<file path="src/rv_isa_pkg.sv">
// rv32i encoding constants: opcodes, funct3, funct7 and instruction field types
package rv_isa_pkg;

    typedef logic [31:0] inst_t;    // raw instruction word
    typedef logic [4:0]  reg_idx_t; // x0..x31
    typedef logic [6:0]  opc_t;
    typedef logic [2:0]  f3_t;

    // major opcodes, inst[6:0]
    localparam opc_t OPC_OP     = 7'b0110011;
    localparam opc_t OPC_OP_IMM = 7'b0010011;
    localparam opc_t OPC_LUI    = 7'b0110111;

    // funct3, inst[14:12]
    localparam f3_t F3_ADD  = 3'b000; // add, sub, addi
    localparam f3_t F3_SLL  = 3'b001;
    localparam f3_t F3_SLT  = 3'b010;
    localparam f3_t F3_SLTU = 3'b011;
    localparam f3_t F3_XOR  = 3'b100;
    localparam f3_t F3_SR   = 3'b101; // srl and sra share this
    localparam f3_t F3_OR   = 3'b110;
    localparam f3_t F3_AND  = 3'b111;

    // funct7 that flips add to sub and srl to sra
    localparam logic [6:0] F7_ALT = 7'b0100000;

endpackage

</file>
<file path="src/exu_pkg.sv">
// execute datapath types and one-hot alu operation bit indices
package exu_pkg;

    localparam int XLEN = 32;

    typedef logic [XLEN-1:0] word_t;
    typedef logic [4:0]      shamt_t;  // low five bits of operand b

    localparam int N_ALU_OPS = 11;

    // one bit per operation, exactly one set for a legal instruction
    typedef logic [N_ALU_OPS-1:0] alu_ops_t;

    // bit positions in alu_ops_t
    localparam int OP_ADD      = 0;
    localparam int OP_SUB      = 1;
    localparam int OP_SLT      = 2;
    localparam int OP_SLTU     = 3;
    localparam int OP_OR       = 4;
    localparam int OP_AND      = 5;
    localparam int OP_XOR      = 6;
    localparam int OP_SLL      = 7;
    localparam int OP_SRL      = 8;
    localparam int OP_SRA      = 9;
    localparam int OP_EXPLICIT = 10; // result = operand b, used by lui

endpackage

</file>
<file path="src/alu_decoder.sv">
// alu_decoder: rv32i op, op-imm and lui decode into one-hot alu lines and operands
`timescale 1ns/1ps

module alu_decoder (
    input  rv_isa_pkg::inst_t    inst,
    input  logic                 inst_valid,
    input  exu_pkg::word_t       rs1_data,
    input  exu_pkg::word_t       rs2_data,
    output logic                 dec_valid,
    output exu_pkg::alu_ops_t    ops,
    output exu_pkg::word_t       opa,
    output exu_pkg::word_t       opb,
    output rv_isa_pkg::reg_idx_t rd
);
    import rv_isa_pkg::*;
    import exu_pkg::*;

    opc_t        opcode;
    f3_t         funct3;
    logic [6:0]  funct7;
    logic        f7_zero;
    logic        f7_alt;
    word_t       imm_i;
    word_t       imm_u;

    assign opcode = inst[6:0];
    assign funct3 = inst[14:12];
    assign funct7 = inst[31:25];

    assign f7_zero = (funct7 == 7'b0);
    assign f7_alt  = (funct7 == F7_ALT);

    assign imm_i = {{20{inst[31]}}, inst[31:20]}; // sign extended
    assign imm_u = {inst[31:12], 12'b0};

    assign dec_valid = inst_valid;
    assign opa       = rs1_data;
    assign rd        = inst[11:7];

    always_comb begin
        ops = '0;
        opb = rs2_data;
        case (opcode)
            OPC_OP: begin
                // register form, funct7 must be zero or the alternate value
                case (funct3)
                    F3_ADD: begin
                        ops[OP_ADD] = f7_zero;
                        ops[OP_SUB] = f7_alt;
                    end
                    F3_SLL:  ops[OP_SLL]  = f7_zero;
                    F3_SLT:  ops[OP_SLT]  = f7_zero;
                    F3_SLTU: ops[OP_SLTU] = f7_zero;
                    F3_XOR:  ops[OP_XOR]  = f7_zero;
                    F3_SR: begin
                        ops[OP_SRL] = f7_zero;
                        ops[OP_SRA] = f7_alt;
                    end
                    F3_OR:   ops[OP_OR]   = f7_zero;
                    F3_AND:  ops[OP_AND]  = f7_zero;
                    default: ops = '0;
                endcase
            end
            OPC_OP_IMM: begin
                opb = imm_i; // shifter only looks at imm[4:0]
                case (funct3)
                    F3_ADD:  ops[OP_ADD]  = 1'b1;
                    F3_SLL:  ops[OP_SLL]  = f7_zero;
                    F3_SLT:  ops[OP_SLT]  = 1'b1;
                    F3_SLTU: ops[OP_SLTU] = 1'b1;
                    F3_XOR:  ops[OP_XOR]  = 1'b1;
                    F3_SR: begin
                        ops[OP_SRL] = f7_zero;
                        ops[OP_SRA] = f7_alt;
                    end
                    F3_OR:   ops[OP_OR]   = 1'b1;
                    F3_AND:  ops[OP_AND]  = 1'b1;
                    default: ops = '0;
                endcase
            end
            OPC_LUI: begin
                opb              = imm_u;
                ops[OP_EXPLICIT] = 1'b1;
            end
            default: ops = '0; // unsupported, flagged illegal in execute
        endcase
    end

    // the execute stage relies on at most one line being set
    a_ops_onehot0: assert property (@(ops) $onehot0(ops))
        else $error("alu_decoder: multi-hot ops %b", ops);

endmodule

</file>
<file path="src/id_ex_reg.sv">
// id_ex_reg: decode to execute pipeline register with valid bit and stall hold
`timescale 1ns/1ps

module id_ex_reg (
    input  logic                 clk,
    input  logic                 rst_n,
    input  logic                 stall,
    input  logic                 dec_valid,
    input  exu_pkg::alu_ops_t    ops,
    input  exu_pkg::word_t       opa,
    input  exu_pkg::word_t       opb,
    input  rv_isa_pkg::reg_idx_t rd,
    output logic                 ex_valid,
    output exu_pkg::alu_ops_t    ex_ops,
    output exu_pkg::word_t       ex_opa,
    output exu_pkg::word_t       ex_opb,
    output rv_isa_pkg::reg_idx_t ex_rd
);

    always_ff @(posedge clk) begin
        if (!rst_n) begin
            ex_valid <= 1'b0;
        end else if (!stall) begin
            ex_valid <= dec_valid;
        end
    end

    // payload, only qualified by ex_valid
    always_ff @(posedge clk) begin
        if (!stall) begin
            ex_ops <= ops;
            ex_opa <= opa;
            ex_opb <= opb;
            ex_rd  <= rd;
        end
    end

    // a stalled cycle must leave the whole entry untouched
    a_stall_hold: assert property (
        @(posedge clk) disable iff (!rst_n)
        stall |=> $stable(ex_valid) && $stable(ex_ops) && $stable(ex_opa)
                  && $stable(ex_opb) && $stable(ex_rd)
    ) else $error("id_ex_reg: contents changed during stall");

endmodule

</file>
<file path="src/exu_shifter.sv">
// exu_shifter: five stage log barrel shifter for sll, srl and sra
`timescale 1ns/1ps

module exu_shifter (
    input  exu_pkg::word_t  din,
    input  exu_pkg::shamt_t shamt,
    input  logic            left,
    input  logic            arith,
    output exu_pkg::word_t  dout
);
    import exu_pkg::*;

    logic  fill;
    word_t din_rev;
    word_t stage [0:5];
    word_t out_rev;

    // left shift = right shift of the bit reversed word
    always_comb begin
        for (int i = 0; i < XLEN; i++) begin
            din_rev[i] = din[XLEN-1-i];
        end
    end

    assign fill     = arith & ~left & din[XLEN-1]; // sign fill for sra only
    assign stage[0] = left ? din_rev : din;

    for (genvar s = 0; s < 5; s++) begin : g_stage
        assign stage[s+1] = shamt[s] ? {{(1 << s){fill}}, stage[s][XLEN-1:(1 << s)]}
                                     : stage[s];
    end

    always_comb begin
        for (int i = 0; i < XLEN; i++) begin
            out_rev[i] = stage[5][XLEN-1-i];
        end
    end

    assign dout = left ? out_rev : stage[5];

endmodule

</file>
<file path="src/exu_alu.sv">
// add/sub, compare, logic and shift select with write enable and illegal flag
`timescale 1ns/1ps

module exu_alu (
    input  logic              clk,
    input  logic              rst_n,
    input  logic              ex_valid,
    input  exu_pkg::alu_ops_t ex_ops,
    input  exu_pkg::word_t    ex_opa,
    input  exu_pkg::word_t    ex_opb,
    output exu_pkg::word_t    result,
    output logic              cmp_less,
    output logic              cmp_zero,
    output logic              rd_wen,
    output logic              illegal
);
    import exu_pkg::*;

    logic     sub_en;
    logic     is_unsigned;
    word_t    opb_inv;
    word_t    add_sum;
    logic     add_carry;
    logic     add_ovf;
    word_t    shift_out;
    alu_ops_t ops_m1;
    logic     ops_any;
    logic     ops_one;

    assign sub_en      = ex_ops[OP_SUB] | ex_ops[OP_SLT] | ex_ops[OP_SLTU];
    assign is_unsigned = ex_ops[OP_SLTU];

    // single adder doing a + ~b + 1 when subtracting
    assign opb_inv = {XLEN{sub_en}} ^ ex_opb;
    assign {add_carry, add_sum} = {1'b0, ex_opa} + {1'b0, opb_inv} + {{XLEN{1'b0}}, sub_en};

    assign add_ovf = (ex_opa[XLEN-1] == opb_inv[XLEN-1])
                   && (ex_opa[XLEN-1] != add_sum[XLEN-1]);

    assign cmp_zero = (add_sum == '0);
    assign cmp_less = is_unsigned ? ~add_carry               // borrow out
                                  : add_ovf ^ add_sum[XLEN-1];

    exu_shifter u_shifter (
        .din   (ex_opa),
        .shamt (ex_opb[4:0]),
        .left  (ex_ops[OP_SLL]),
        .arith (ex_ops[OP_SRA]),
        .dout  (shift_out)
    );

    // and-or mux relying on one-hot ops
    assign result = ({XLEN{ex_ops[OP_ADD] | ex_ops[OP_SUB]}}  & add_sum)
                  | ({XLEN{ex_ops[OP_SLT] | ex_ops[OP_SLTU]}} & {{(XLEN-1){1'b0}}, cmp_less})
                  | ({XLEN{ex_ops[OP_OR]}}                    & (ex_opa | ex_opb))
                  | ({XLEN{ex_ops[OP_AND]}}                   & (ex_opa & ex_opb))
                  | ({XLEN{ex_ops[OP_XOR]}}                   & (ex_opa ^ ex_opb))
                  | ({XLEN{ex_ops[OP_SLL] | ex_ops[OP_SRL] | ex_ops[OP_SRA]}} & shift_out)
                  | ({XLEN{ex_ops[OP_EXPLICIT]}}              & ex_opb);

    // x & (x-1) clears the lowest set bit
    assign ops_m1  = ex_ops - alu_ops_t'(1);
    assign ops_any = |ex_ops;
    assign ops_one = ops_any && !(|(ex_ops & ops_m1));

    assign rd_wen  = ex_valid & ops_one;
    assign illegal = ex_valid & ~ops_any;

    // a multi-hot entry would be neither written nor flagged illegal
    a_wen_illegal_excl: assert property (
        @(posedge clk) disable iff (!rst_n) ex_valid |-> (rd_wen ^ illegal)
    ) else $error("exu_alu: rd_wen and illegal not exclusive for a valid entry");

endmodule

</file>
<file path="src/exu_top.sv">
// exu_top: decoder, id/ex register and alu of the execute slice
`timescale 1ns/1ps

module exu_top (
    input  logic                 clk,
    input  logic                 rst_n,
    input  logic                 inst_valid,
    input  rv_isa_pkg::inst_t    inst,
    input  exu_pkg::word_t       rs1_data,
    input  exu_pkg::word_t       rs2_data,
    input  logic                 stall,
    output exu_pkg::word_t       result,
    output rv_isa_pkg::reg_idx_t rd,
    output logic                 rd_wen,
    output logic                 illegal,
    output logic                 cmp_less,
    output logic                 cmp_zero
);
    import rv_isa_pkg::*;
    import exu_pkg::*;

    // decode side
    logic     dec_valid;
    alu_ops_t dec_ops;
    word_t    dec_opa;
    word_t    dec_opb;
    reg_idx_t dec_rd;

    // execute side
    logic     ex_valid;
    alu_ops_t ex_ops;
    word_t    ex_opa;
    word_t    ex_opb;

    alu_decoder u_dec (
        .inst       (inst),
        .inst_valid (inst_valid),
        .rs1_data   (rs1_data),
        .rs2_data   (rs2_data),
        .dec_valid  (dec_valid),
        .ops        (dec_ops),
        .opa        (dec_opa),
        .opb        (dec_opb),
        .rd         (dec_rd)
    );

    id_ex_reg u_id_ex (
        .clk       (clk),
        .rst_n     (rst_n),
        .stall     (stall),
        .dec_valid (dec_valid),
        .ops       (dec_ops),
        .opa       (dec_opa),
        .opb       (dec_opb),
        .rd        (dec_rd),
        .ex_valid  (ex_valid),
        .ex_ops    (ex_ops),
        .ex_opa    (ex_opa),
        .ex_opb    (ex_opb),
        .ex_rd     (rd)        // destination goes straight out
    );

    exu_alu u_alu (
        .clk      (clk),
        .rst_n    (rst_n),
        .ex_valid (ex_valid),
        .ex_ops   (ex_ops),
        .ex_opa   (ex_opa),
        .ex_opb   (ex_opb),
        .result   (result),
        .cmp_less (cmp_less),
        .cmp_zero (cmp_zero),
        .rd_wen   (rd_wen),
        .illegal  (illegal)
    );

endmodule

</file>
<file path="config.mk">
export PLATFORM = sky130hd
export DESIGN_NAME = exu_top
export DESIGN_NICKNAME = d
export VERILOG_FILES = /design/src/rv_isa_pkg.sv /design/src/exu_pkg.sv /design/src/alu_decoder.sv /design/src/id_ex_reg.sv /design/src/exu_shifter.sv /design/src/exu_alu.sv /design/src/exu_top.sv
export SDC_FILE = /design/constraint.sdc
export NUM_CORES = 1
export LEC_CHECK = 0
export ABC_AREA = 1
export BUFFER_PORTS_ARGS = -buffer_cell sky130_fd_sc_hd__buf_2
export CORE_AREA = 2 2 161 163
export CTS_BUF_LIST = sky130_fd_sc_hd__clkbuf_4
export CTS_CLUSTER_DIAMETER = 80
export CTS_CLUSTER_SIZE = 10
export DETAILED_ROUTE_END_ITERATION = 10
export DIE_AREA = 0 0 163 165
export HOLD_SLACK_MARGIN = 0.05
export PLACE_DENSITY = 0.61
export SETUP_SLACK_MARGIN = 0.4
export SLEW_MARGIN = 20
export SYNTH_ARGS = -nofsm -noshare
export SYNTH_HDL_FRONTEND = slang
export SYNTH_SLANG_ARGS = --single-unit
</file>
<file path="constraint.sdc">
create_clock -name clk -period 6.9 [get_ports clk]
set_clock_uncertainty 0.15 [all_clocks]
set_input_delay 0 -clock clk [delete_from_list [all_inputs] [get_ports clk]]
set_output_delay 0 -clock clk [all_outputs]
set_load 0.02 [all_outputs]
</file>
==> run_results.csv, run 1 <==
group,metric,value,unit
setup_path,startpoint,"u_id_ex.ex_ops[3]",
final_layout,layout.cells.most_common,"nand2_1",
placement,dp_cells,1983,
hold_path,hold_class,"input pin to register",
power_and_ir_drop,internal-power,1.097,mW
floorplan,start_util,40.86,%
floorplan,rows,58,
final_layout,nNetsFinal,1974,
detailed_routing,routed_via_density,5.675,
setup_path,worstSetupPathType,"register to primary output",
cts,ctsHoldBuffers,114,
floorplan,die-area,26900,sq um
yosys,synth_edf_count,80,
setup_path,reg2reg_from,"u_id_ex.ex_valid",
sta,setup_viol,0,
sta,period_share,69.23,%
placement,dpl_cell_area,11150,sq um
sta,rsz0062_at_grt,"false",
setup_path,critPathMaxFanout,31,
detailed_routing,wire_per_inst,21.01,um
yosys,netlist_instances,1570,
sta,tns,0,ns
detailed_routing,met2_length,20.67,mm
final_layout,instances_no_fill,2114,
sta,final-hold-violation-count,0,
yosys,synth_ff_type,"edfxtp_1",
yosys,synth_seq_cells,81,
placement,pre_cts_slack,2.769,ns
floorplan,ios,141,
yosys,synth.net_count,1766,
yosys,synth_cell_type_count,52,
cts,clk_latency,0.44,ns
yosys,yosysSeqAreaShare,23.68,%
setup_path,crit_arrival,4.63,ns
cts,numClockSinks,81,
setup_path,cp-end-kind,"primary output",
hold_path,hold_depth,2,
final_layout,multi_input_area,6797,sq um
flow_run,max-cap-violations,0,
yosys,synthAdderAreaFrac,11.81,%
yosys,syn_area,10230,sq um
hold_path,min_from,"rs1_data[2]",
cts,path_clk_slew,0.16,ns
setup_path,cp_slowest_cell,"edfxtp_1",
yosys,ys_warn_count,0,
placement,routabilityCongestion,1.005,
placement,post-dp-hpwl,34.32,mm
yosys,synth_top_family_by_area,"simple AND/OR/NAND/NOR gates",
yosys,synth_xor_area_share,3.767,%
setup_path,cp_common_cell,"nand2_1",
setup_path,critical-path-max-stage-delay,0.53,ns
sta,slew_viol_final,0,
sta,finalWorstPathRequiredPeriod,4.777,ns
floorplan,chipHeight,165,um
final_layout,final_cell_mix,"nand2_1, nand3_1, inv_1",
setup_path,path_buf_inv,4,
global_route,grt_pass1_vias,11170,
final_layout,fin_area,12460,sq um
detailed_routing,drcViolationCount,0,
yosys,synth.area.mux_share,0.2935,%
power_and_ir_drop,p_switching,1.056,mW
yosys,synth-compound-area-share,14.39,%
power_and_ir_drop,p_comb_share,55.4,%
power_and_ir_drop,vdd_ir_drop_max,120.7,uV
setup_path,r2r_cells,3,
cts,cts_tree,"yes",
detailed_routing,met3_length,3.614,mm
power_and_ir_drop,clockPowerShare,14.7,%
global_route,grt_start_max_net_pins,87,
final_layout,fill_cells,2582,
detailed_routing,drt_first_pass_iters,6,
cts,htree_levels,3,
detailed_routing,wl_met1,18.37,mm
power_and_ir_drop,leakagePower,5.979,nW
detailed_routing,top_layer,"met4",
detailed_routing,drt-total-wl,44.41,mm
setup_path,setup.worst_path.start_class,"register",
sta,fin_ws,2.123,ns
sta,fmax,209.3,MHz
detailed_routing,drtIter0Drc,1566,
floorplan,coreArea,25040,sq um
final_layout,drive_gt1_share,10.77,%
sta,worstMarginPinSlew,1.007,ns
power_and_ir_drop,switching_share,49.04,%
detailed_routing,ant_nets,0,
cts,post_cts_buffers,0,
cts,cts-root-buf,"clkbuf_4",
final_layout,area_growth,21.79,%
sta,hold_slack,0.09401,ns
placement,port_buffers,140,
power_and_ir_drop,p_per_area,172.8,nW/um^2
cts,clockBufferDepth,2,
power_and_ir_drop,pwr-share-seq,29.8,%
global_route,grt_pass1_wl,65.33,mm
sta,relSlewSlack,32.82,%
setup_path,cp.depth,19,
setup_path,crit_chain,"nor2_4 > nand2_1 > buf_4 > xor2_1 > inv_1 > ha_1 > nand2_1 > inv_1 > nand2_1 > nor3_1 > nand3b_1 > nand4_1 > nand2_1 > nor2_1 > nand2_1 > nor2_1 > nand3_1 > nor2_1 > buf_2",
yosys,syn_avg_cell_area,6.517,sq um
final_layout,register_area,2422,sq um
detailed_routing,vias,11996,
global_route,grt_overflow,0,
cts,numCtsBuffers,9,
cts,ctsResizeCount,0,
setup_path,critical-path-top-delay-family,"simple AND/OR/NAND/NOR gates",
global_route,grt_use_total,32.69,%
yosys,synth-simple-area-share,36.06,%
setup_path,critPathRequiredTime,6.75,ns
global_route,antenna_found_initial,2,
status,status,"finished clean",
floorplan,die_w,163,um
yosys,async_reset_ff_share,0,%
## state kept, by name, summed over array words and instances, names as in the netlist
name,cells
u_id_ex.ex_ops,11
u_id_ex.ex_opa,32
u_id_ex.ex_valid,1
u_id_ex.ex_opb,32
u_id_ex.ex_rd,5
## through the flow
step	utilization, %	total power [mW]
2_1_floorplan	-	1.371
3_3_place_gp	44.54	1.755
3_5_place_dp	44.54	1.758
4_1_cts	49.74	2.123
5_1_grt	49.77	2.290
6_report	49.77	2.153
## metal layers
| metal | up-vias | global-route usage (%) |
|---|---|---|
| li1 | 5720 | - |
| met1 | 5593 | 42.17 |
| met2 | 595 | 55.66 |
| met3 | 88 | 4.194 |
| met4 | 0 | 12.75 |
| met5 | - | 0 |
## Yosys cell counts (3+ instances only)
cell type  count  area share (%)
nand2_2        3            0.18
o221ai_1       4            0.34
a31oi_1        3            0.18
o21ai_0       86             4.2
a221oi_1      27             2.3
buf_6          3            0.33
nand3b_1      10            0.73
clkbuf_1      41             1.5
o211ai_1      34             2.5
nand3_1      221              11
ha_1          95              12
inv_1        181             6.6
mux2i_1        3            0.29
a21oi_1       40             2.0
or2_1          7            0.43
buf_1         12            0.44
xnor2_1        6            0.51
o21ai_1       24             1.2
buf_2         16            0.78
nand4_1       29             1.8
o22ai_1        3            0.18
o21bai_1       5            0.37
inv_2          3            0.11
nor3_1        12            0.59
nor4_1         4            0.24
nor3b_1        3            0.22
edfxtp_1      80              23
xor2_1        38             3.3
o2111ai_1      5            0.43
nand2_1      469              17
nor2_1        77             2.8
## power by group through the flow
stage                     registers, mW  clock network (mW)  logic, mW
after floorplan                   0.628                   0      0.744
after global placement            0.650                   0       1.10
after detailed placement          0.652                   0       1.11
after CTS                         0.640               0.326       1.16
after global routing              0.646               0.346       1.30
final                             0.642               0.318       1.19
## final cells by class
type	instances	share of cell area, %
timing repair buffer	271	15.80
clock buffer	9	0.5422
tap	330	3.314
sequential	81	19.44
multi-input combinational	1230	54.54
clock inverter	7	0.7531
antenna	1	0.02008
inverter	185	5.583
## worst paths after layout
| kind | to | slack (ns) |
|---|---|---|
| min reg2reg | u_id_ex.ex_valid | 0.91 |
| min | u_id_ex.ex_opa[2] | 0.09 |
| max reg2reg | u_id_ex.ex_valid | 5.63 |
| max | cmp_zero | 2.12 |
## logic make-up (layout without fill, tap and decap cells)
| kind of cell | Yosys count | after routing |
|---|---|---|
| and+or+nand+nor | 847 | 847 |
| DFF | 81 | 81 |
| AOI/OAI and AO/OA | 240 | 240 |
| buffers and inverters | 259 | 472 |
| xor gates and xnor gates | 44 | 44 |
| muxes | 3 | 3 |
| other | 0 | 1 |
| adders and majority gates | 96 | 96 |
(Power assumes the default switching activity.)
==> run 2, diff against run 1 <==
--- a/config.mk
+++ b/config.mk
@@ -5,14 +5,14 @@
 export SDC_FILE = /design/constraint.sdc
 export NUM_CORES = 1
 export LEC_CHECK = 0
-export ABC_AREA = 1
+export ABC_AREA = 0
 export BUFFER_PORTS_ARGS = -buffer_cell sky130_fd_sc_hd__buf_2
-export CORE_AREA = 2 2 161 163
+export CORE_AREA = 2 2 158 160
 export CTS_BUF_LIST = sky130_fd_sc_hd__clkbuf_4
 export CTS_CLUSTER_DIAMETER = 80
 export CTS_CLUSTER_SIZE = 10
 export DETAILED_ROUTE_END_ITERATION = 10
-export DIE_AREA = 0 0 163 165
+export DIE_AREA = 0 0 160 162
 export HOLD_SLACK_MARGIN = 0.05
 export PLACE_DENSITY = 0.61
 export SETUP_SLACK_MARGIN = 0.4
==> constraint.sdc (replaced) <==
create_clock -name clk -period 4.95 [get_ports clk]
set_clock_uncertainty 0.15 [all_clocks]
set_input_delay 0 -clock clk [delete_from_list [all_inputs] [get_ports clk]]
set_output_delay 0 -clock clk [all_outputs]
set_load 0.02 [all_outputs]
==> run_results.csv, run 2 <==
group,metric,value,unit
status,status,"finished clean",
sta,fin_ws,0.5241,ns
sta,rsz0062_at_grt,"true",
yosys,synth_edf_count,80,
setup_path,critPathRequiredTime,4.80,ns
power_and_ir_drop,vdd_ir_drop_max,146.9,uV
floorplan,rows,57,
final_layout,area_growth,25.96,%
power_and_ir_drop,clockPowerShare,16.4,%
yosys,synth_seq_cells,81,
setup_path,crit_chain,"nor3_4 > buf_12 > xnor2_1 > fa_2 > a21o_4 > a221oi_4 > o21ai_4 > a2111o_1 > and2_4 > a211oi_4 > xor2_2 > buf_4 > o22a_2 > nand3_1 > buf_2",
yosys,synth_common_cells,"nand2_1, o21ai_0, ha_1",
cts,path_clk_slew,0.14,ns
yosys,yosysSeqAreaShare,24.91,%
setup_path,crit_arrival,4.28,ns
placement,pre_cts_slack,0.5647,ns
placement,routabilityCongestion,1.063,
floorplan,coreArea,24110,sq um
detailed_routing,ant_nets,0,
yosys,async_reset_ff_share,0,%
power_and_ir_drop,leakagePower,5.043,nW
final_layout,layout.cells.most_common,"nand2_1",
power_and_ir_drop,switching_share,43.49,%
cts,htree_levels,3,
detailed_routing,wire_per_inst,22.63,um
power_and_ir_drop,power,3.062,mW
floorplan,chipHeight,162,um
setup_path,critical-path-max-stage-delay,0.46,ns
detailed_routing,drtIter0Drc,1187,
hold_path,hold_depth,2,
setup_path,reg2reg_from,"u_id_ex.ex_valid",
sta,relSlewSlack,28.55,%
setup_path,setup.worst_path.start_class,"register",
hold_path,min_from,"inst[11]",
hold_path,hold_path_end,"u_id_ex.ex_rd[4]",
detailed_routing,drt_first_pass_iters,6,
yosys,synth_ff_type,"edfxtp_1",
sta,slew_viol_final,0,
cts,cts-root-buf,"clkbuf_4",
detailed_routing,vias,10266,
sta,tns,0,ns
hold_path,hold_class,"input pin to register",
cts,clk_latency,0.42,ns
global_route,grt_overflow,0,
final_layout,largestRegisters,"u_id_ex.ex_opa x32, u_id_ex.ex_opb x32, u_id_ex.ex_ops x11",
floorplan,die-area,25920,sq um
global_route,grt_start_max_net_pins,63,
sta,period_share,89.41,%
sta,fmax,225.9,MHz
power_and_ir_drop,internal-power,1.730,mW
global_route,antenna_found_initial,1,
sta,setup_viol,0,
yosys,ys_warn_count,0,
global_route,grt_pass1_vias,9614,
detailed_routing,drt-total-wl,38.20,mm
setup_path,reg2reg_setup_slack,3.59,ns
placement,post-dp-hpwl,28.15,mm
final_layout,fill_cells,2333,
floorplan,die_w,160,um
yosys,synth_top_area_share,24.70,%
setup_path,regToRegEndpoint,"u_id_ex.ex_valid",
yosys,synth_area_leaders,"edfxtp_1, ha_1, mux4_2, nand2_1, o21ai_0",
cts,cts_tree,"yes",
yosys,synth_most_common_cell,"nand2_1",
yosys,synth_cell_type_count,82,
setup_path,cp_slowest_cell,"edfxtp_1",
detailed_routing,drcViolationCount,0,
setup_path,cp-end-kind,"primary output",
sta,final-hold-violation-count,0,
detailed_routing,routed_via_density,6.082,
final_layout,drive_gt1_share,20.25,%
setup_path,worstSetupPathType,"register to primary output",
global_route,grt_use_total,28.66,%
flow_run,max-cap-violations,0,
sta,finalWorstPathRequiredPeriod,4.426,ns
cts,clockBufferDepth,2,
sta,worstMarginPinSlew,1.071,ns
floorplan,ios,141,
yosys,yosys.area.top_type,"edfxtp_1",
final_layout,nNetsFinal,1554,
cts,numClockSinks,81,
yosys,syn_avg_cell_area,8.546,sq um
yosys,syn_area,9726,sq um
final_layout,final_cell_mix,"nand2_1, buf_2, dlygate4sd3_1",
power_and_ir_drop,p_comb_share,53.5,%
cts,numCtsBuffers,9,
power_and_ir_drop,p_switching,1.332,mW
power_and_ir_drop,p_per_area,250.0,nW/um^2
global_route,grt_pass1_wl,56.89,mm
setup_path,critPathMaxFanout,16,
placement,port_buffers,140,
yosys,synth.net_count,1334,
yosys,netlist_instances,1138,
power_and_ir_drop,pwr-share-seq,30.1,%
setup_path,r2r_cells,3,
floorplan,start_util,40.35,%
run 2: final cells by class:
class	instances	area, sq um	area share (%)
Multi-Input combinational cell	899	6820	55.67
Sequential cell	81	2422	19.77
Timing Repair Buffer	283	2092	17.08
Tap cell	324	405.4	3.309
Inverter	84	316.6	2.584
Clock inverter	7	123.9	1.011
Clock buffer	9	67.56	0.5515
Antenna cell	1	2.502	0.02043
run 2: how the worst max path moves through the flow:
stage,to,startpoint,cells past startpoint,slack [ns]
final,result[30],u_id_ex.ex_ops[1],15,0.52
after global routing,cmp_zero,u_id_ex.ex_ops[1],14,0.40
after CTS,cmp_zero,u_id_ex.ex_ops[1],14,0.42
after detailed placement,cmp_zero,u_id_ex.ex_ops[1],14,0.56
after global placement,cmp_zero,u_id_ex.ex_ops[1],14,0.60
after floorplan,cmp_less,u_id_ex.ex_ops[3],14,0.76
run 2: worst max-delay path: cells and delay by family, from the launching register on:
kind | cells | cell delay (ns)
AO/OA/AOI/OAI | 6 | 1.49
flip-flops | 1 | 0.46
AND/OR/NAND/NOR | 3 | 0.54
buffers and inverters | 3 | 0.59
XOR/XNOR | 2 | 0.37
adder cells (fa/ha/maj) | 1 | 0.38
run 2: logic make-up after synthesis:
kind of cell	Yosys count	share of synthesized area, %
AO/OA/AOI/OAI	358	25.28
buffers and inverters	158	6.420
flip-flops	81	24.91
AND/OR/NAND/NOR	331	15.58
adder cells (fa/ha/maj)	97	12.53
multiplexers	60	10.51
XOR/XNOR	53	4.773
run 2: timing repair:
action	in CTS	in global routing
hold buffers	113	0
setup buffers	5	4
endpoints found under the hold margin	98	0
setup endpoints to repair	6	7
resized for setup	8	23
pin swaps	2	12
cloned	1	0
run 2: routing by layer:
layer / global-route usage [%] / vias to the layer above / routed length [um]
met5: 0 / - / 0
met4: 11.55 / 0 / 1547
met2: 46.36 / 583 / 17190
li1: - / 4690 / -
met3: 2.732 / 69 / 3409
met1: 39.69 / 4924 / 16060
run 2: metrics by stage:
| step | cells | cell area [sq um] | hold slack, ns | util, % |
|---|---|---|---|---|
| final | 1688 | 12250 | 0.1074 | 50.82 |
| after global routing | 1688 | 12250 | 0.1102 | 50.82 |
| after CTS | 1683 | 12130 | 0.08312 | 50.31 |
| after detailed placement | 1548 | 10700 | 0.02834 | 44.37 |
| after global placement | 1548 | 10690 | 0.02657 | 44.36 |
| after floorplan | 1138 | 9726 | -0.05113 | - |
run 2: power by group through the flow:
stage               clock network, mW  logic (mW)  registers (mW)
global placement                    0        1.46           0.934
global route                    0.537        1.75           0.928
CTS                             0.517        1.56           0.918
finish                          0.502        1.64           0.923
detailed placement                  0        1.47           0.935
floorplan                           0        1.03           0.884
